==> config.mk <==
export PLATFORM = sky130hd
export DESIGN_NAME = sprite_list_copy
export DESIGN_NICKNAME = d
export VERILOG_FILES = /design/src/sprite_pkg.sv /design/src/sprite_list_copy.sv
export SDC_FILE = /design/constraint.sdc
export NUM_CORES = 2
export LEC_CHECK = 0
export BUFFER_PORTS_ARGS = -buffer_cell sky130_fd_sc_hd__buf_4
export CAP_MARGIN = 20
export CORE_UTILIZATION = 35
export DETAILED_ROUTE_END_ITERATION = 6
export GPL_TIMING_DRIVEN = 1
export MAX_ROUTING_LAYER = met4
export PLACE_DENSITY = 0.58
export SYNTH_ARGS = -nofsm -noshare
export SYNTH_HDL_FRONTEND = slang
export SYNTH_MEMORY_MAX_BITS = 65536
export SYNTH_SLANG_ARGS = --single-unit
==> constraint.sdc <==
create_clock -name clk_sys -period 2.9 [get_ports clk_sys]
set_input_delay 0.58 -clock clk_sys [delete_from_list [all_inputs] [get_ports clk_sys]]
set_output_delay 0.58 -clock clk_sys [all_outputs]
set_load 0.02 [all_outputs]
==> src/sprite_pkg.sv <==
// shared sprite engine constants, drawer state codes and the list attribute byte views
package sprite_pkg;

    // ======================================================================
    // geometry
    // ======================================================================
    localparam int SPRITE_COUNT = 64;
    localparam int SPRITE_IDX_W = 6;
    localparam int LIST_BYTES   = 256;
    localparam int LINE_WIDTH   = 256;
    localparam int SPRITE_SIZE  = 16;

    // list y byte counts up from the bottom of the screen
    localparam logic [7:0] Y_BASE = 8'd240;
    localparam logic [7:0] X_BIAS = 8'd128;

    // ======================================================================
    // word widths
    // ======================================================================
    localparam int TILE_W     = 10;
    // bank, colour, pen
    localparam int SPR_PIX_W  = 12;
    // tile, x, y, colour, flip x, flip y
    localparam int ENTRY_W    = 33;
    localparam int GFX_ADDR_W = 17;

    // transparent pens per board
    localparam logic [3:0] PEN_CLEAR_ORIG  = 4'd0;
    localparam logic [3:0] PEN_CLEAR_LATER = 4'd15;

    // copy sequencer runs steps 0 to 6 per list entry
    localparam int COPY_LAST_STEP = 6;

    // ======================================================================
    // line drawer states
    // ======================================================================
    localparam logic [2:0] DRAW_IDLE  = 3'd0;
    localparam logic [2:0] DRAW_CLEAR = 3'd1;
    localparam logic [2:0] DRAW_READ  = 3'd2;
    localparam logic [2:0] DRAW_LATCH = 3'd3;
    localparam logic [2:0] DRAW_FETCH = 3'd4;
    localparam logic [2:0] DRAW_WRITE = 3'd5;
    localparam logic [2:0] DRAW_SKIP  = 3'd6;
    localparam logic [2:0] DRAW_DONE  = 3'd7;

    // third list byte, decoded differently on the two boards
    typedef union packed {
        struct packed {
            logic [3:0] colour;
            logic       flip_y;
            logic       flip_x;
            logic       tile_8;
            logic       x_hi;
        } orig;
        struct packed {
            logic [2:0] colour_hi;
            logic       tile_8;
            logic       flip_y;
            logic       flip_x;
            logic       tile_9;
            logic       x_hi;
        } later;
    } sprite_attr_u;

endpackage

==> src/sprite_list_copy.sv <==
// sprite list memory and sprite buffer, decodes the whole list at each vertical blank start
`timescale 1ns/1ps

module sprite_list_copy
    import sprite_pkg::*;
(
    input  logic                    clk_sys,
    input  logic                    reset,
    input  logic                    board_later,
    input  logic                    vblank,
    input  logic                    list_wr,
    input  logic [7:0]              list_addr,
    input  logic [7:0]              list_data,
    input  logic [SPRITE_IDX_W-1:0] buf_rd_idx,
    output logic [ENTRY_W-1:0]      buf_rd_data,
    output logic                    copy_busy
);

    logic [7:0]              list_mem [LIST_BYTES];
    logic [7:0]              list_q;
    logic [7:0]              list_rd_addr;
    logic [ENTRY_W-1:0]      buf_mem [SPRITE_COUNT];
    logic                    buf_wr;
    logic [ENTRY_W-1:0]      buf_din;

    logic [1:0]              vbl_sr;
    logic                    vbl_rise;
    logic [2:0]              copy_step;
    logic [SPRITE_IDX_W-1:0] copy_idx;

    sprite_attr_u            attr;
    logic [TILE_W-1:0]       cp_tile;
    logic [8:0]              cp_x;
    logic [7:0]              cp_y;
    logic [3:0]              cp_colour;
    logic                    cp_x_hi;
    logic                    cp_flip_x;
    logic                    cp_flip_y;

    // ======================================================================
    // list memory, cpu write side and copy read side
    // ======================================================================
    // steps 0..3 walk the four bytes of the current entry
    assign list_rd_addr = {copy_idx, copy_step[1:0]};

    always_ff @(posedge clk_sys) begin
        if (list_wr) begin
            list_mem[list_addr] <= list_data;
        end
        list_q <= list_mem[list_rd_addr];
    end

    // vblank rising edge, acted on two clocks after the input rises
    always_ff @(posedge clk_sys) begin
        if (reset) begin
            vbl_sr <= 2'b00;
        end else begin
            vbl_sr <= {vbl_sr[0], vblank};
        end
    end

    assign vbl_rise = (vbl_sr == 2'b01);

    // ======================================================================
    // copy sequencer
    // ======================================================================
    always_ff @(posedge clk_sys) begin
        if (reset) begin
            copy_busy <= 1'b0;
            copy_step <= '0;
            copy_idx  <= '0;
            buf_wr    <= 1'b0;
        end else if (!copy_busy) begin
            buf_wr <= 1'b0;
            if (vbl_rise) begin
                copy_busy <= 1'b1;
                copy_step <= '0;
                copy_idx  <= '0;
            end
        end else begin
            // buffer write lands in the last step of the entry
            buf_wr <= (copy_step == 3'd5);
            if (copy_step == 3'(COPY_LAST_STEP)) begin
                copy_step <= '0;
                copy_idx  <= copy_idx + 1'b1;
                if (copy_idx == SPRITE_IDX_W'(SPRITE_COUNT - 1)) begin
                    copy_busy <= 1'b0;
                end
            end else begin
                copy_step <= copy_step + 1'b1;
            end
        end
    end

    // list data arrives one step after its address
    assign attr = list_q;

    always_ff @(posedge clk_sys) begin
        if (copy_busy) begin
            case (copy_step)
                3'd1: cp_y <= Y_BASE - list_q;
                3'd2: cp_tile[7:0] <= list_q;
                3'd3: begin
                    if (board_later) begin
                        cp_x_hi      <= attr.later.x_hi;
                        cp_tile[9:8] <= {attr.later.tile_9, attr.later.tile_8};
                        cp_flip_x    <= attr.later.flip_x;
                        cp_flip_y    <= attr.later.flip_y;
                        cp_colour    <= {attr.later.colour_hi, 1'b0};
                    end else begin
                        cp_x_hi      <= attr.orig.x_hi;
                        cp_tile[9:8] <= {1'b0, attr.orig.tile_8};
                        cp_flip_x    <= attr.orig.flip_x;
                        cp_flip_y    <= attr.orig.flip_y;
                        cp_colour    <= attr.orig.colour;
                    end
                end
                // 9-bit screen x wraps like the board
                3'd4: cp_x <= {cp_x_hi, list_q} - X_BIAS;
                default: ;
            endcase
        end
    end

    // ======================================================================
    // sprite buffer
    // ======================================================================
    assign buf_din = {cp_tile, cp_x, cp_y, cp_colour, cp_flip_x, cp_flip_y};

    always_ff @(posedge clk_sys) begin
        if (buf_wr) begin
            buf_mem[copy_idx] <= buf_din;
        end
        buf_rd_data <= buf_mem[buf_rd_idx];
    end

endmodule

==> impl_metrics.tcl <==
set metrics [dict create \
    ioPinCount 61 \
    post-route-worst-setup-slack_ps 57.1 \
    die_x_um 683 \
    gp_routability_congestion 0.848 \
    nNetsFinal 8951 \
    grt_first_pass_wirelength_mm 618 \
    synth_top_cell_by_area "edfxtp_1" \
    postSynthRegisterBits 4248 \
    cpPeakStageDelay_ps 430 \
    clockBufferDepth 4 \
    fin_skew_ps 44.7 \
    placeableCoreArea_um2 460000 \
    crit_chain "buf_12 -> buf_16 -> buf_16 -> buf_4 -> buf_12 -> mux2i_1 -> o22ai_1 -> nor4_1 -> buf_4 -> nand2_1 -> a22oi_2 -> buf_6 -> nand3_1" \
    first_global_vias 83400 \
    detailedRoute.firstIterationViolations 9070 \
    finalWorstPathRequiredPeriod_ps 2840 \
    fraction_of_final_layout_cells_sized_beyond_drive_strength_1_pct 26.9 \
    max_freq_mhz 352 \
    placement_rows 249 \
    floorplan.initialDensity_pct 35.2 \
    tritoncts_clock_tree "built" \
    synth_commonest_cells "edfxtp_1, mux2i_1, mux4_2, o22ai_1, nor2_1" \
    synth-warning-count 0 \
    synth-compound-area-share_pct 2.79 \
    synth_ff_type "edfxtp_1" \
    synth.area.mux_share_pct 15.4 \
    regToRegStartpoint "copy_step[1]" \
    total_power_uw 125000 \
    wl_met1_mm 183 \
    synthSimpleGateAreaFrac_pct 2.04 \
    grt_antenna_before_repair 18 \
    place.detailed.hpwl_mm 267 \
    worst_r2r_endpoint "attr[3]" \
    routed-wl-met2_mm 216 \
    synthXorXnorAreaFrac_pct 0.0378 \
    postRouteAntennaNets 0 \
    clkLatencyLatePin_ps 980 \
    end_kind "flip-flop" \
    status "completed" \
    clk_pin_slew_worst_paths_ps 60 \
    timing.critical_path.buf_inv 7 \
    fin_tns_setup_ps 0 \
    die-height_um 683 \
    synth-adder-area-share_pct 0.0232 \
    postLayoutCellArea_um2 193000 \
    route.detailed.wl_per_inst_um 28.4 \
    worst_hold_path.endpoint "vbl_sr[0]" \
    setup.worst_path.class "flip-flop to flip-flop" \
    number_of_synthesized_flops_with_an_enable_pin 4194 \
    grt_setup_unrepaired "true" \
    leading_cell_types_by_total_area_after_synthesis "edfxtp_1, mux4_2, mux2i_1" \
    globalRouteOverflowTotal 0 \
    groute.usage.overall_pct 18.9 \
    via_per_inst 5.34 \
    floorplan.die_area_um2 466000 \
    route.detailed.drc 0 \
    cts-buffers-inserted 419 \
    worstPathMaxFanout 15 \
    finalHoldViolCount 0 \
    yosysMostFrequentCell "edfxtp_1" \
    report.final.setup_viol 0 \
    routed_wirelength_mm 438 \
    place.port_buffers 60 \
    synthesis.area_um2 162000 \
    required_ps 3720 \
    cts_htree_levels 5 \
    vias 82400 \
    worstSetupStartpoint "copy_step[1]" \
    clkSinkCount 4248 \
    reg2reg_slack_ps 60 \
    post_place_setup_slack_ps -716 \
    netlist.area_leader.share_pct 77.7 \
    worstMarginPinSlew_ps 1150 \
    dominant_combinational_cell_family_by_area_after_synthesis "multiplexers" \
    syn-num-nets 7893 \
    wl_met3_mm 29.3 \
    synth_seq_area_share_pct 78.4 \
    first_pass_iters 5 \
    synthesis_to_layout_area_growth_pct 19.2 \
    p_leak_uw 0.0596 \
    power_density_nw_per_um2 650 \
    cp_data_arrival_time_ps 3660 \
    final.hold.worst_slack_ps 38.5 \
    report.final.slew_viol_count 0 \
    postSynth.asyncResetShare_pct 0 \
    worstHoldStart "vblank" \
    yosys.cell_types.count 49 \
    crit_path_start_kind "flip-flop" \
    post-route-period-util_pct 98.0 \
    slew_headroom_pct 23.3 \
    clock_tree.root_cell "clkbuf_16" \
    peakVddDrop_uv 536 \
    syn-instance-count 7863 \
    maximum_number_of_pins_on_one_net_before_global_route_repair 115 \
    crit_path_top_delay_cell "dfxtp_4" \
    timing.hold.worst_path_depth 2 \
    critical-path-top-delay-family "buffers and inverters" \
    cap_violations 0 \
    dr.max_layer_used "met4" \
    placement.cell_area_um2 179000 \
    kind_of_path_behind_the_tightest_hold_check "input port to flip-flop" \
    r2r.worst_path.cells 13 \
    syn-mean-instance-area_um2 20.6 \
]
==> cells in the final DEF, fill, tap and decap left out, types with 87 or more instances in the layout <==
cell type,netlist,routed
clkinv_1,0,87
buf_4,31,867
mux4_2,606,606
mux2i_1,1079,1069
edfxtp_1,4194,4194
clkbuf_1,165,88
buf_12,0,178
nor2_1,385,319
clkbuf_16,0,425
o22ai_1,538,534
==> worst max-delay path by stage <==
stage / endpoint / slack [ps] / depth (start not counted)
after floorplan: buf_mem[31][0] / -160 / 5
after global placement: buf_rd_data[13] / -730 / 7
after detailed placement: buf_rd_data[19] / -720 / 7
after CTS: attr[4] / 6 / 12
after global routing: attr[1] / -7 / 11
final: attr[3] / 60 / 13
==> per-stage QoR <==
stage	std cells	utilization, %
4_1_cts	15400	41.8
2_1_floorplan	7863	-
5_1_grt	15400	41.9
6_report	15400	42.0
3_5_place_dp	14600	38.8
3_3_place_gp	14600	38.8
==> flip-flops by register name (all words and copies together) (netlist names) <==
signal and cells:
buf_mem 2112, list_mem 2048, buf_rd_data 33, cp_tile 10, cp_x 9, attr 8, cp_y 8, copy_idx 6
cp_colour 4, copy_step 3, vbl_sr 2, buf_wr 1, copy_busy 1, cp_flip_x 1, cp_flip_y 1, cp_x_hi 1
==> power breakdown <==
group | switching, µW | internal, µW
combinational | 2630 | 1870
sequential | 150 | 67100
clock | 23100 | 30600
==> kinds of logic after synthesis <==
group                      Yosys count
AOI/OAI and AO/OA                  699
buffers and inverters              460
xor gates and xnor gates             7
adders and majority gates            3
DFF                               4248
and+or+nand+nor                    709
muxes                             1737
==> area by class of cell <==
class	instances	area (µm²)
Inverter	8	30.0
Clock inverter	247	2450
Sequential cell	4248	127000
Multi-Input combinational cell	3155	34000
Antenna cell	13	32.5
Timing Repair Buffer	1089	10900
Tap cell	6149	7690
Fill cell	40000	267000
Clock buffer	521	11100
==> timing repair <==
item                                   CTS  global route
pin swaps                                6            19
buffers inserted                         7            25
setup endpoints to repair                8             8
hold buffers                             3             0
endpoints found under the hold margin   21             0
gates cloned                             5             2
resized for setup                       46            61
==> layer usage <==
layer  up-vias  global-route usage [%]
li1      34800                       -
met4         0                    4.29
met1     44000                    25.3
met2      3064                    30.9
met3       594                    2.44
met5         -                       -
No activity file was read; power rests on OpenSTA's default activity.
