File: src/sprite_pkg.sv
// shared sprite engine constants, drawer state codes and the list attribute byte views
package sprite_pkg;

    // ======================================================================
    // geometry
    // ======================================================================
    localparam int SPRITE_COUNT = 64;
    localparam int SPRITE_IDX_W = 6;
    localparam int LIST_BYTES   = 256;
    localparam int LINE_WIDTH   = 256;
    localparam int SPRITE_SIZE  = 16;

    // list y byte counts up from the bottom of the screen
    localparam logic [7:0] Y_BASE = 8'd240;
    localparam logic [7:0] X_BIAS = 8'd128;

    // ======================================================================
    // word widths
    // ======================================================================
    localparam int TILE_W     = 10;
    // bank, colour, pen
    localparam int SPR_PIX_W  = 12;
    // tile, x, y, colour, flip x, flip y
    localparam int ENTRY_W    = 33;
    localparam int GFX_ADDR_W = 17;

    // transparent pens per board
    localparam logic [3:0] PEN_CLEAR_ORIG  = 4'd0;
    localparam logic [3:0] PEN_CLEAR_LATER = 4'd15;

    // copy sequencer runs steps 0 to 6 per list entry
    localparam int COPY_LAST_STEP = 6;

    // ======================================================================
    // line drawer states
    // ======================================================================
    localparam logic [2:0] DRAW_IDLE  = 3'd0;
    localparam logic [2:0] DRAW_CLEAR = 3'd1;
    localparam logic [2:0] DRAW_READ  = 3'd2;
    localparam logic [2:0] DRAW_LATCH = 3'd3;
    localparam logic [2:0] DRAW_FETCH = 3'd4;
    localparam logic [2:0] DRAW_WRITE = 3'd5;
    localparam logic [2:0] DRAW_SKIP  = 3'd6;
    localparam logic [2:0] DRAW_DONE  = 3'd7;

    // third list byte, decoded differently on the two boards
    typedef union packed {
        struct packed {
            logic [3:0] colour;
            logic       flip_y;
            logic       flip_x;
            logic       tile_8;
            logic       x_hi;
        } orig;
        struct packed {
            logic [2:0] colour_hi;
            logic       tile_8;
            logic       flip_y;
            logic       flip_x;
            logic       tile_9;
            logic       x_hi;
        } later;
    } sprite_attr_u;

endpackage

File: src/sprite_line_draw.sv
// per-line sprite drawer into the line buffer, plus the registered pixel readout
`timescale 1ns/1ps

module sprite_line_draw
    import sprite_pkg::*;
(
    input  logic                    clk_sys,
    input  logic                    reset,
    input  logic [8:0]              hpos,
    input  logic [8:0]              vpos,
    input  logic [ENTRY_W-1:0]      buf_rd_data,
    input  logic [SPR_PIX_W-1:0]    spr_pix,
    input  logic                    pix_opaque,
    output logic [SPRITE_IDX_W-1:0] buf_rd_idx,
    output logic [TILE_W-1:0]       tile,
    output logic [3:0]              colour,
    output logic                    flip_x,
    output logic                    flip_y,
    output logic [3:0]              x_ofs,
    output logic [3:0]              y_ofs,
    output logic                    line_busy,
    output logic [SPR_PIX_W-1:0]    sprite_pix
);

    logic [2:0]           draw_state;
    logic [7:0]           clr_cnt;
    logic [8:0]           next_line;
    logic [8:0]           line_tgt;
    logic [8:0]           line_diff;
    logic [8:0]           spr_x;
    logic [7:0]           spr_y;
    logic                 sprite_hit;
    logic                 last_col;
    logic                 sprite_end;
    logic                 pix_wr;
    logic [8:0]           pix_x;

    logic [SPR_PIX_W-1:0] line_buf [LINE_WIDTH];
    logic                 lb_we;
    logic [7:0]           lb_waddr;
    logic [SPR_PIX_W-1:0] lb_wdata;

    // ======================================================================
    // sprite geometry against the target line
    // ======================================================================
    assign next_line  = vpos + 9'd1;
    assign line_diff  = line_tgt - {1'b0, spr_y};
    assign y_ofs      = line_diff[3:0];
    // sprites at x 256 and up are off the line entirely
    assign sprite_hit = !spr_x[8] && (line_tgt >= {1'b0, spr_y})
                        && (line_diff < 9'(SPRITE_SIZE));

    assign pix_x      = spr_x + {5'd0, x_ofs};
    // stop at column 15 or at the right edge of the line
    assign last_col   = (x_ofs == 4'd15) || (pix_x == 9'(LINE_WIDTH - 1));
    assign pix_wr     = (draw_state == DRAW_WRITE) && pix_opaque;
    assign sprite_end = ((draw_state == DRAW_WRITE) && last_col)
                        || (draw_state == DRAW_SKIP);

    assign line_busy  = (draw_state != DRAW_IDLE) && (draw_state != DRAW_DONE);

    // ======================================================================
    // drawer FSM
    // ======================================================================
    always_ff @(posedge clk_sys) begin
        if (reset) begin
            draw_state <= DRAW_IDLE;
            clr_cnt    <= '0;
            buf_rd_idx <= '0;
            x_ofs      <= '0;
        end else begin
            case (draw_state)
                DRAW_IDLE: begin
                    if ((hpos >= 9'(LINE_WIDTH)) && (next_line >= 9'(SPRITE_SIZE))) begin
                        draw_state <= DRAW_CLEAR;
                        clr_cnt    <= '0;
                        buf_rd_idx <= '0;
                    end
                end
                DRAW_CLEAR: begin
                    clr_cnt <= clr_cnt + 1'b1;
                    if (clr_cnt == 8'd255) begin
                        draw_state <= DRAW_READ;
                    end
                end
                // buffer read address held one clock
                DRAW_READ: draw_state <= DRAW_LATCH;
                DRAW_LATCH: begin
                    x_ofs      <= '0;
                    draw_state <= DRAW_FETCH;
                end
                // rom address out here, data back in the write state
                DRAW_FETCH: draw_state <= sprite_hit ? DRAW_WRITE : DRAW_SKIP;
                DRAW_WRITE: begin
                    if (!last_col) begin
                        x_ofs      <= x_ofs + 1'b1;
                        draw_state <= DRAW_FETCH;
                    end
                end
                DRAW_DONE: begin
                    if (hpos == 9'd0) begin
                        draw_state <= DRAW_IDLE;
                    end
                end
                default: ;
            endcase

            // next list entry or end of line
            if (sprite_end) begin
                if (buf_rd_idx == SPRITE_IDX_W'(SPRITE_COUNT - 1)) begin
                    draw_state <= DRAW_DONE;
                end else begin
                    buf_rd_idx <= buf_rd_idx + 1'b1;
                    draw_state <= DRAW_READ;
                end
            end
        end
    end

    // target line and entry fields
    always_ff @(posedge clk_sys) begin
        if (draw_state == DRAW_IDLE) begin
            line_tgt <= next_line;
        end
        if (draw_state == DRAW_LATCH) begin
            {tile, spr_x, spr_y, colour, flip_x, flip_y} <= buf_rd_data;
        end
    end

    // ======================================================================
    // line buffer
    // ======================================================================
    assign lb_we    = (draw_state == DRAW_CLEAR) || pix_wr;
    assign lb_waddr = (draw_state == DRAW_CLEAR) ? clr_cnt : pix_x[7:0];
    assign lb_wdata = (draw_state == DRAW_CLEAR) ? '0 : spr_pix;

    always_ff @(posedge clk_sys) begin
        if (lb_we) begin
            line_buf[lb_waddr] <= lb_wdata;
        end
        // readout during the visible part of the line
        if (hpos < 9'(LINE_WIDTH)) begin
            sprite_pix <= line_buf[hpos[7:0]];
        end
    end

endmodule

File: config.mk
export PLATFORM = sky130hd
export DESIGN_NAME = sprite_line_draw
export DESIGN_NICKNAME = d
export VERILOG_FILES = /design/src/sprite_pkg.sv /design/src/sprite_line_draw.sv
export SDC_FILE = /design/constraint.sdc
export NUM_CORES = 2
export LEC_CHECK = 0
export CORE_AREA = 5 5 560 396
export DETAILED_ROUTE_END_ITERATION = 16
export DIE_AREA = 0 0 565 401
export DONT_BUFFER_PORTS = 1
export PLACE_DENSITY_LB_ADDON = 0.08
export SLEW_MARGIN = 5
export SYNTH_ARGS = -nofsm -noshare
export SYNTH_HDL_FRONTEND = slang
export SYNTH_SLANG_ARGS = --single-unit
File: constraint.sdc
create_clock -name clk_sys -period 5.3 [get_ports clk_sys]
set_clock_uncertainty 0.05 [all_clocks]
set_input_delay 0.53 -clock clk_sys [delete_from_list [all_inputs] [get_ports clk_sys]]
set_output_delay 0.53 -clock clk_sys [all_outputs]
set_load 0.02 [all_outputs]
==> flow_metrics.tcl <==
set metrics [dict create \
    run_status "finished with violations" \
    violations "slew limit" \
    antenna_found_initial 13 \
    drtPass1Iterations 5 \
    initial_core_util_pct 56.75 \
    final-max-slew-violation-count 465 \
    synth_seq_cells 3147 \
    wirelength_mm 343.9 \
    finalHoldViolCount 0 \
    startpoint_type "primary input" \
    synth_cells 5790 \
    synth-xor-area-share_pct 0.1144 \
    synth-simple-area-share_pct 2.627 \
    power_mw 57.39 \
    syn_area_um2 122500 \
    powerDensity_nw_per_um2 415.2 \
    coreArea_um2 215800 \
    grt_max_degree 736 \
    top_usage_layer "met1" \
    drcViolationCount 0 \
    numCtsBuffers 300 \
    postSynth.asyncResetShare_pct 0 \
    end_kind "flip-flop" \
    layout_commonest_cell "edfxtp_1" \
    path_cells "buf_16 -> buf_16 -> buf_16 -> buf_16 -> mux4_2 -> mux2i_1 -> o22ai_1 -> or4b_1 -> o31ai_1 -> buf_4 -> o21bai_1" \
    grt_pass1_wl_mm 480.1 \
    setup_violations 0 \
    synth-compound-area-share_pct 3.408 \
    dieWidth_um 565 \
    root_buffer "clkbuf_16" \
    grt_util_met2_pct 42.15 \
    clock.fmax_mhz 212.9 \
    synth_nets 5875 \
    num_rows 143 \
    use_met3_pct 7.655 \
    place_inst 8840 \
    max_stage_delay_ns 0.65 \
    slew_headroom_pct -58.59 \
    die_h_um 401 \
    synth_adder_area_share_pct 0.2064 \
    vdd_ir_drop_max_uv 361.3 \
    avgSynthCellArea_um2 21.15 \
    timing.final.crit_share_pct 88.64 \
    num_io_pins 109 \
    layout_setup_ws_ns 0.6023 \
    worst_pin_slew_ns 2.379 \
    use_met1_pct 48.09 \
    routed_via_density 6.732 \
    gp_congestion 0.8570 \
    worstPathArrival_ns 5.24 \
    hold_class "primary input to flip-flop" \
    synthFlopType "edfxtp_1" \
    htreeDepth 5 \
    cp_max_fo 136 \
    p_leak_nw 44.14 \
    synth_edf_count 3126 \
    syn_to_final_growth_pct 12.89 \
    drive_above_1_share_pct 25.52 \
    first_global_vias 60700 \
    fin_cells 9427 \
    overflow 0 \
    required_ns 5.84 \
    muxShareOfSynthArea_pct 14.86 \
    portBuffers 0 \
    cts_tree "yes" \
    wl_per_cell_um 36.48 \
    track_usage_pct 30.23 \
    final_cell_mix "3,126 x edfxtp_1, 695 x mux4_2, 438 x buf_4, 320 x nor2_1, 309 x clkbuf_16" \
    clock_latency_ns 0.86 \
    die_area_um2 226600 \
    post_cts_resized 0 \
    synth_cell_types 81 \
    tns_ns 0 \
    ant_nets 0 \
    cp_common_cell "buf_16" \
    drtIter0Drc 9715 \
    cts_buffer_depth 4 \
    synth_top_family_by_area "multiplexers" \
    ys_seq_area_share_pct 77.00 \
    worst-setup-path-type "primary input to flip-flop" \
    yosys_warnings 0 \
    fin_nets 6378 \
    drv_cap 0 \
    pre_cts_slack_ns -0.5850 \
    min_period_ns 4.698 \
    route.vias.total 63460 \
    cts_num_sinks 3147 \
    hpwl_mm 205.1 \
    rsz0062_at_grt "no" \
    path_clk_slew_ns 0.07 \
    cp_slowest_cell "buf_16" \
]
## flip-flops by register name, summed over array words and instances, names as in the netlist
register	cells
buf_rd_idx	6
clr_cnt	8
colour	4
draw_state	3
flip_x	1
flip_y	1
line_buf	3072
line_tgt	9
spr_x	9
spr_y	8
sprite_pix	12
tile	10
x_ofs	4
## critical path: cells and delay by family
kind / cells / cell delay (ns)
muxes: 2 / 0.80
buffers and inverters: 5 / 2.29
AOI/OAI and AO/OA: 3 / 0.59
and+or+nand+nor: 1 / 0.56
## final cells by class
class                      instances  area [µm²]
antenna                            6       15.01
clock buffer                     374        7996
clock inverter                   156        1464
fill                           14530       77550
inverter                          29       117.6
multi-input combinational       2289       26110
sequential                      3147       94290
tap                             2900        3628
timing repair buffer             526        4609
## worst paths after layout
| path | start | endpoint | slack [ns] | cells after the start |
|---|---|---|---|---|
| hold reg to reg | clr_cnt[7] | clr_cnt[7] | 0.46 | 2 |
| setup reg to reg | draw_state[2] | line_buf[56][6] | 0.71 | 9 |
| setup / recovery | hpos[0] | sprite_pix[8] | 0.60 | 11 |
| hold / removal | hpos[7] | sprite_pix[5] | 0.05 | 2 |
## metrics by stage
step / util, % / hold slack (ns) / instance area [µm²]
after floorplan: - / 0.4104 / 122500
after global placement: 59.43 / 0.4190 / 128200
after detailed placement: 59.43 / 0.4364 / 128200
after CTS: 64.04 / 0.006343 / 138200
after global routing: 64.05 / 0.02199 / 138200
final: 64.06 / 0.04590 / 138200
## where the power goes
group | internal (mW) | switching, mW | total (mW)
clock | 12.0 | 9.12 | 21.1
sequential | 29.8 | 0.167 | 30.0
combinational | 1.53 | 4.80 | 6.32
total | 43.3 | 14.1 | 57.4
## cells by family (layout without fill, tap and decap cells)
group / Yosys count / after routing
other: 0 / 6
DFF: 3147 / 3147
buffers and inverters: 354 / 1085
adders and majority gates: 19 / 19
muxes: 944 / 944
xor gates and xnor gates: 16 / 16
and+or+nand+nor: 712 / 712
AOI/OAI and AO/OA: 598 / 598
## synth_stat cells (11+ instances only)
cell type | instances | area (µm²)
a31oi_1 | 20 | 125.1
and2_1 | 17 | 106.4
mux2i_1 | 218 | 2182
nand4_1 | 11 | 68.82
nor3_1 | 27 | 135.1
o21ai_0 | 66 | 330.3
dfxtp_1 | 21 | 420.4
a22oi_1 | 126 | 945.9
a221oi_1 | 43 | 376.6
and3_1 | 12 | 75.07
edfxtp_1 | 3126 | 93870
nor2b_1 | 26 | 162.7
buf_2 | 115 | 575.6
inv_1 | 27 | 101.4
a22o_1 | 18 | 157.7
mux2_2 | 30 | 337.8
nor4_1 | 20 | 125.1
nand2b_1 | 13 | 81.33
o21a_1 | 12 | 90.09
ha_1 | 17 | 212.7
o211ai_1 | 14 | 105.1
nor2_1 | 324 | 1216
a2111oi_0 | 13 | 113.9
a211oi_1 | 24 | 180.2
mux4_2 | 695 | 15650
clkbuf_1 | 115 | 431.7
a21oi_1 | 104 | 520.5
nand2_1 | 154 | 578.1
o221ai_1 | 12 | 105.1
or3_1 | 11 | 68.82
buf_4 | 23 | 172.7
nand3_1 | 56 | 280.3
buf_6 | 50 | 563.0
o22ai_1 | 61 | 381.6
## repair_timing
action                    in CTS  in global routing
buffers inserted               0                  0
hold buffers                  50                  0
hold endpoints to repair      79                  0
## routing by layer
metal | wire length [µm] | vias up
met4 | 10210 | 8
met2 | 149200 | 3823
li1 | - | 25280
met1 | 142200 | 33850
met5 | 55 | -
met3 | 42280 | 496
No activity file was read; power rests on OpenSTA's default activity.
