**src/sprite_pkg.sv**
```systemverilog
// shared sprite engine constants, drawer state codes and the list attribute byte views
package sprite_pkg;

    // ======================================================================
    // geometry
    // ======================================================================
    localparam int SPRITE_COUNT = 64;
    localparam int SPRITE_IDX_W = 6;
    localparam int LIST_BYTES   = 256;
    localparam int LINE_WIDTH   = 256;
    localparam int SPRITE_SIZE  = 16;

    // list y byte counts up from the bottom of the screen
    localparam logic [7:0] Y_BASE = 8'd240;
    localparam logic [7:0] X_BIAS = 8'd128;

    // ======================================================================
    // word widths
    // ======================================================================
    localparam int TILE_W     = 10;
    // bank, colour, pen
    localparam int SPR_PIX_W  = 12;
    // tile, x, y, colour, flip x, flip y
    localparam int ENTRY_W    = 33;
    localparam int GFX_ADDR_W = 17;

    // transparent pens per board
    localparam logic [3:0] PEN_CLEAR_ORIG  = 4'd0;
    localparam logic [3:0] PEN_CLEAR_LATER = 4'd15;

    // copy sequencer runs steps 0 to 6 per list entry
    localparam int COPY_LAST_STEP = 6;

    // ======================================================================
    // line drawer states
    // ======================================================================
    localparam logic [2:0] DRAW_IDLE  = 3'd0;
    localparam logic [2:0] DRAW_CLEAR = 3'd1;
    localparam logic [2:0] DRAW_READ  = 3'd2;
    localparam logic [2:0] DRAW_LATCH = 3'd3;
    localparam logic [2:0] DRAW_FETCH = 3'd4;
    localparam logic [2:0] DRAW_WRITE = 3'd5;
    localparam logic [2:0] DRAW_SKIP  = 3'd6;
    localparam logic [2:0] DRAW_DONE  = 3'd7;

    // third list byte, decoded differently on the two boards
    typedef union packed {
        struct packed {
            logic [3:0] colour;
            logic       flip_y;
            logic       flip_x;
            logic       tile_8;
            logic       x_hi;
        } orig;
        struct packed {
            logic [2:0] colour_hi;
            logic       tile_8;
            logic       flip_y;
            logic       flip_x;
            logic       tile_9;
            logic       x_hi;
        } later;
    } sprite_attr_u;

endpackage

```
**src/sprite_pixel_fetch.sv**
```systemverilog
// graphics rom addressing and sprite pixel build with the palette bank prom
`timescale 1ns/1ps

module sprite_pixel_fetch
    import sprite_pkg::*;
(
    input  logic                  clk_sys,
    input  logic                  board_later,
    input  logic                  bank_wr,
    input  logic [7:0]            bank_addr,
    input  logic [3:0]            bank_data,
    input  logic [TILE_W-1:0]     tile,
    input  logic [3:0]            colour,
    input  logic                  flip_x,
    input  logic                  flip_y,
    input  logic [3:0]            x_ofs,
    input  logic [3:0]            y_ofs,
    input  logic [7:0]            gfx_data,
    output logic [GFX_ADDR_W-1:0] gfx_addr,
    output logic [SPR_PIX_W-1:0]  spr_pix,
    output logic                  pix_opaque
);

    logic [3:0] bank_prom [256];
    logic [7:0] bank_idx;
    logic [3:0] bank;
    logic [3:0] fx;
    logic [3:0] fy;
    logic [3:0] pen;
    logic [3:0] pen_clear;
    logic [3:0] pix_colour;

    // palette bank prom load
    always_ff @(posedge clk_sys) begin
        if (bank_wr) begin
            bank_prom[bank_addr] <= bank_data;
        end
    end

    // mirrored offsets inside the 16x16 cell
    assign fx = flip_x ? (4'd15 - x_ofs) : x_ofs;
    assign fy = flip_y ? (4'd15 - y_ofs) : y_ofs;

    // two pens per rom byte, odd mirrored column in the high nibble
    assign pen = fx[0] ? gfx_data[7:4] : gfx_data[3:0];

    always_comb begin
        if (board_later) begin
            gfx_addr   = {fx[1], tile[9:0], fy, fx[3:2]};
            bank_idx   = {tile[9], tile[7:2], tile[8]};
            pix_colour = {colour[3:1], 1'b0};
            pen_clear  = PEN_CLEAR_LATER;
        end else begin
            // 512 tiles only, top address bit unused
            gfx_addr   = {1'b0, fx[1], tile[8:0], fy, fx[3:2]};
            bank_idx   = tile[8:1];
            pix_colour = colour;
            pen_clear  = PEN_CLEAR_ORIG;
        end
    end

    assign bank       = bank_prom[bank_idx];
    assign spr_pix    = {bank, pix_colour, pen};
    assign pix_opaque = (pen != pen_clear);

endmodule

```
**config.mk**
```make
export PLATFORM = sky130hd
export DESIGN_NAME = sprite_pixel_fetch
export DESIGN_NICKNAME = d
export VERILOG_FILES = /design/src/sprite_pkg.sv /design/src/sprite_pixel_fetch.sv
export SDC_FILE = /design/constraint.sdc
export NUM_CORES = 1
export LEC_CHECK = 0
export BUFFER_PORTS_ARGS = -buffer_cell sky130_fd_sc_hd__buf_2
export CORE_MARGIN = 1
export CORE_UTILIZATION = 55
export CTS_CLUSTER_DIAMETER = 50
export DETAILED_ROUTE_END_ITERATION = 6
export PLACE_DENSITY = 0.71
export SKIP_LAST_GASP = 1
export SYNTH_ARGS = -nofsm -noshare
export SYNTH_HDL_FRONTEND = slang
export SYNTH_SLANG_ARGS = --single-unit
```
**constraint.sdc**
```tcl
create_clock -name clk_sys -period 3.65 [get_ports clk_sys]
set_input_delay 0.5475 -clock clk_sys [delete_from_list [all_inputs] [get_ports clk_sys]]
set_output_delay 0.5475 -clock clk_sys [all_outputs]
set_load 0.01 [all_outputs]
```
==> results of run 1 <==
==> synth_stat cells (all sizes together) <==
cell type  count  area [um2]
a221o          1        10.0
a21oi         26         130
o31ai          4        30.0
a31oi         65         407
a41o           3        30.0
edfxtp      1024       30700
a31o           2        17.5
nor4           7        43.8
clkbuf       104         390
a32oi         18         158
buf           95         553
and2           7        43.8
nand2        493        1850
nand2b         8        50.1
mux2i        111        1110
or2            3        18.8
a211oi        10        75.1
nor3b         13        97.6
a311oi         3        26.3
nor2         274        1030
a2111oi        5        43.8
nand3b        10        75.1
o2111ai        1        8.76
and3           2        12.5
a41oi          1        8.76
nand3        214        1070
o211ai         9        67.6
o221ai         5        43.8
nor2b         16         100
mux2          15         173
a22o           6        52.6
o32ai          4        35.0
nor3          24         120
or3            1        6.26
mux4          84        1890
o21ai         11        55.1
inv            7        26.3
o22ai          5        31.3
xor2           8        70.1
nand4         66         413
a22oi         36         270
==> cell families after synthesis <==
kind of cell	synth area share [%]
simple gates	11.9
flops	74.3
compound gates	3.62
mux	7.67
buf+inv	2.34
xor+xnor	0.169
==> report_power, final <==
part,switching [W],internal (W)
registers,0.00000674,0.0130
clock network,0.00451,0.00637
logic,0.00125,0.000748
==> repair_timing <==
action / in CTS / in global routing
hold endpoints to repair: 0 / 0
gates cloned: 8 / 1
pin swaps: 21 / 29
setup buffers: 25 / 2
endpoints found under the setup margin: 4 / 4
hold buffers: 0 / 0
gates resized for setup: 84 / 58
==> cell usage in the layout (no fill, tap or decap), types with 6 or more instances in the layout <==
master and count:
nor3b_1 13, buf_6 16, mux4_2 84, clkinv_2 18
buf_2 60, a22oi_1 32, mux2i_1 102, mux2_2 13
clkbuf_16 108, nor2b_1 14, a22o_1 6, a21oi_1 18
nand2_1 491, clkinv_1 25, edfxtp_1 1024, o211ai_1 9
nand4_1 66, a32oi_1 15, nand3b_1 10, nor3_1 23
nor2_1 265, and2_1 6, buf_12 34, nand3_1 213
a21oi_2 8, bufinv_16 14, buf_16 10, inv_1 7
a31oi_1 57, nand2b_1 8, clkbuf_1 15, a211oi_2 6
buf_4 188, xor2_1 8
==> layer usage <==
metal | GRT usage (%) | routed length, um | up-vias | share of wire [%]
met4 | 13.4 | 5580 | 0 | 4.9
li1 | - | - | 11100 | -
met2 | 47.6 | 53700 | 1818 | 47
met3 | 5.81 | 13400 | 320 | 12
met5 | 0 | 0 | - | 0
met1 | 41.2 | 42400 | 13100 | 37
==> through the flow <==
step | total power (W) | hold slack [ps] | cell area, um2 | TNS, ps
floorplan | 0.0141 | 646 | 41400 | 0
finish | 0.0258 | 396 | 48800 | 0
global placement | 0.0149 | 1100 | 44200 | -1220
global route | 0.0264 | 400 | 48800 | -23.5
CTS | 0.0258 | 409 | 48500 | 0
detailed placement | 0.0149 | 1100 | 44200 | -1330
==> final cells by class <==
class	count	area, um2
clock buffer	122	2730
sequential	1024	30700
tap	969	1210
clock inverter	72	774
antenna	4	10.0
fill	4954	25600
inverter	7	26.3
multi-input combinational	1571	10300
timing repair buffer	315	3030
==> final timing paths <==
path,cells after the start,slack (ps),start,to
min,1,400,bank_data[1],bank_prom[38][1]$_DFFE_PP_
max,12,9,board_later,spr_pix[9]
==> results.ini, run 1 <==
[outcome]
status=finished, final reports clean

[finish]
finalNonFillerCells=4084
reg_top3=bank_prom (1024)
top_register=bank_prom
finalCoreUtilization_pct=65.6
drive_above_1_share_pct=21.1
final_nets=3070
areaGrowthSynthToFinish_pct=17.9
largest_reg_flops=1024

[setup_path]
path_class=input pin to output port
end_kind=output port
max_stage_delay_ps=500
start_kind=input pin
path_delay_family=compound AO/OA/AOI/OAI gates
worstPathCellList=buf_6 > mux2_8 > buf_12 > buf_16 > buf_6 > mux2i_1 > a22oi_1 > nand4_1 > a21oi_1 > a2111oi_4 > o22ai_4 > buf_2
worstPathArrival_ps=3090
cp.required_ps=3100
crit_buf_inv=5
crit_fanout=6
cp_slowest_cell=a2111oi_4
critical_path.most_common_cell=buf_6

[routing]
drt_iter0_markers=3700
drt_drc_violations_left=0
via_per_inst=6.45
first_pass_iters=6
wl_per_cell_um=28.2
wl_mm=115
vias=26300
postRouteAntennaNets=0

[global_route]
grt_usage_pct=30.2
grt_pass1_vias=26100
grt_max_degree=92
antenna_found_initial=6
gr-total-overflow=0
grt_pass1_wl_mm=169

[die]
dieArea_um2=76400
initial_core_util_pct=55.6
die_x_um=276
die_h_um=276
io_pins=77
rows=100
core-area_um2=74400

[power]
power_per_cell_area_nw_per_um2=530
power_leakage_nw=16.1
peakVddDrop_v=0.000411

[sta]
relSlewSlack_pct=41.4
finalHoldViolations=0
period_needed_ps=3640
fin_ws_ps=9.30
fmax_mhz=275
fin_crit_sh_pct=99.7
slew_viol_final=0
setup_viol=0
worstMarginPinSlew_ps=876

[cts]
cts_root_buffer=clkbuf_16
ctsLongestPathBuffers=3
path_clk_slew_ps=60
cts_buffers=104
cts_tree=yes
clock_sinks=1024
ctsHtreeMaxLevel=3

[logic_synthesis]
yosysWarnings=0
ys_ff_latch=1024
syn_inst=2801
syn-num-nets=2848
syn_avg_cell_area_um2=14.8
netlist_area_um2=41400
synth.yosys.seq_area_share_pct=74.3
yosysUniqueCellTypes=46

[placement]
dp_cells=3855
gp_congestion=0.951
hpwl_mm=73.5
pre_cts_slack_ps=-478
io_buffers=68

[hold_path]
hold_path_class=input pin to flip-flop

[run]
cap_viol_max_count=0

No activity file was read; power rests on OpenSTA's default activity.
==> inputs of run 2 (changes only) <==
Settings changed: PLACE_DENSITY 0.71 to 0.74.
==> run 2 against run 1 <==
Effect of this change: the flow now finishes with violations (DRC, setup timing); non-clock buffer count shrank 28; wire length shrank 0.55%; hold slack lost 90 ps; critical endpoint is now spr_pix[8]; first-iteration DRC count grew 7.6%; combinational power shrank 4%; largest power group unchanged; sequential cell count is the same.
==> results.ini, run 2 (same netlist as run 1, synthesis figures left out) <==
[setup_path]
worstPathCellList=buf_12 > buf_8 > mux2i_4 > buf_12 > buf_12 > buf_12 > buf_4 > nand2_1 > nand3_1 > nand4_1 > a32oi_1 > buf_4 > nor3_2 > o32ai_4 > buf_6 > buf_2
cp.required_ps=3100  ; about the same
max_stage_delay_ps=320  ; -180 ps
worstPathArrival_ps=3120  ; +30 ps
path_class=input pin to output port
critical_path.most_common_cell=buf_12
cp_slowest_cell=mux2i_4
end_kind=output port
crit_fanout=12  ; +6
start_kind=input pin

[die]
die_h_um=276  ; unchanged
die_x_um=276  ; unchanged
core-area_um2=74400  ; unchanged
rows=100  ; unchanged
initial_core_util_pct=55.6  ; unchanged
dieArea_um2=76400  ; unchanged
io_pins=77  ; unchanged

[hold_path]
hold_path_class=input pin to flip-flop

[sta]
relSlewSlack_pct=35.1  ; -6.3 points
fmax_mhz=272  ; -0.85%
setup_viol=1  ; +1
worstMarginPinSlew_ps=973  ; +96.7 ps
slew_viol_final=0  ; unchanged
period_needed_ps=3670  ; +31.1 ps
fin_ws_ps=-21.8  ; -31.1 ps
fin_crit_sh_pct=101  ; +0.85 points
rsz0062_at_grt=yes
finalHoldViolations=0  ; unchanged
setup_tns_ps=-21.8  ; -21.8 ps

[outcome]
status=complete, but fails checks
violations=DRC, setup timing

[routing]
drt_iter0_markers=3982  ; +7.6%
postRouteAntennaNets=0  ; unchanged
drt_drc_violations_left=12  ; +12
wl_mm=114  ; -0.55%
first_pass_iters=7  ; +1
vias=26400  ; +0.33%
wl_per_cell_um=28.2  ; +0.27%
via_per_inst=6.52  ; +1.2%

[power]
power_leakage_nw=16.0  ; -0.82%
power_per_cell_area_nw_per_um2=544  ; +2.8%
peakVddDrop_v=0.000408  ; -0.76%

[placement]
dp_cells=3832  ; -0.60%
pre_cts_slack_ps=-394  ; +84.2 ps
gp_congestion=0.948  ; -0.36%
io_buffers=68  ; unchanged
hpwl_mm=69.8  ; -5.1%
post_dp_cell_area_um2=43900  ; -0.50%

[global_route]
grt_pass1_vias=25800  ; -1.1%
grt_usage_pct=29.6  ; -0.61 points
grt_pass1_wl_mm=166  ; -1.9%
antenna_found_initial=6  ; unchanged
gr-total-overflow=0  ; unchanged
grt_max_degree=123  ; +34%

[cts]
holdBufCountCts=0  ; unchanged
clock_sinks=1024  ; unchanged
cts_root_buffer=clkbuf_16
cts_buffers=103  ; -0.96%
path_clk_slew_ps=60  ; about the same
ctsLongestPathBuffers=3  ; unchanged
ctsHtreeMaxLevel=3  ; unchanged
cts_tree=yes

[finish]
reg_top3=bank_prom (1024)
fin_area_um2=48400  ; -0.75%
final_nets=3044  ; -0.85%
areaGrowthSynthToFinish_pct=17.0
largest_reg_flops=1024  ; unchanged
final_cell_mix=edfxtp_1 (1024), nand2_1 (493), nor2_1 (267)
drive_above_1_share_pct=19.6  ; -1.5 points
top_register=bank_prom
final_common_cell=edfxtp_1
finalNonFillerCells=4051  ; -0.81%

[run]
cap_viol_max_count=0  ; unchanged

## run 2: stage by stage
step	power (W)	utilization (%)	hold WS, ps
2_1_floorplan	0.0141	-	646
3_3_place_gp	0.0149	59.0	976
3_5_place_dp	0.0149	59.0	987
4_1_cts	0.0262	64.6	295
5_1_grt	0.0269	65.1	308
6_report	0.0264	65.1	306
## run 2: path summary, 6_finish.rpt
check / start / end / slack (ps) / depth (start not counted)
setup / recovery: board_later / spr_pix[8] / -20 / 16
hold / removal: bank_data[1] / bank_prom[86][1]$_DFFE_PP_ / 310 / 1
## run 2: power breakdown
group | internal (W) | leakage (nW) | switching (W)
clock network | 0.00690 | 1.78 | 0.00458
registers | 0.0130 | 9.20 | 0.00000663
logic | 0.000698 | 5.01 | 0.00122
## run 2: timing repair
| action | in CTS | in global routing |
|---|---|---|
| gates resized for setup | 48 | 51 |
| setup endpoints to repair | 4 | 4 |
| setup buffers | 15 | 10 |
| gates cloned | 5 | 2 |
| pin swaps | 19 | 28 |
## run 2: layout make-up
| cell class | count | area (um2) |
|---|---|---|
| tap | 969 | 1210 |
| clock buffer | 112 | 2650 |
| inverter | 7 | 26.3 |
| timing repair buffer | 287 | 2700 |
| fill | 4857 | 26000 |
| antenna | 1 | 2.50 |
| multi-input combinational | 1574 | 10100 |
| clock inverter | 77 | 1030 |
| sequential | 1024 | 30700 |
## run 2: critical path: cells and delay by family
kind	cells	cell delay, ps
simple gates	4	420
compound gates	2	570
buf+inv	9	1240
mux	1	320
## run 2: metal layers
layer	global-route usage, %	wire length, um	vias to the layer above
li1	-	-	11000
met1	39.8	40100	13000
met2	46.5	53500	2058
met3	6.31	15000	369
met4	13.7	5770	0
met5	0	0	-
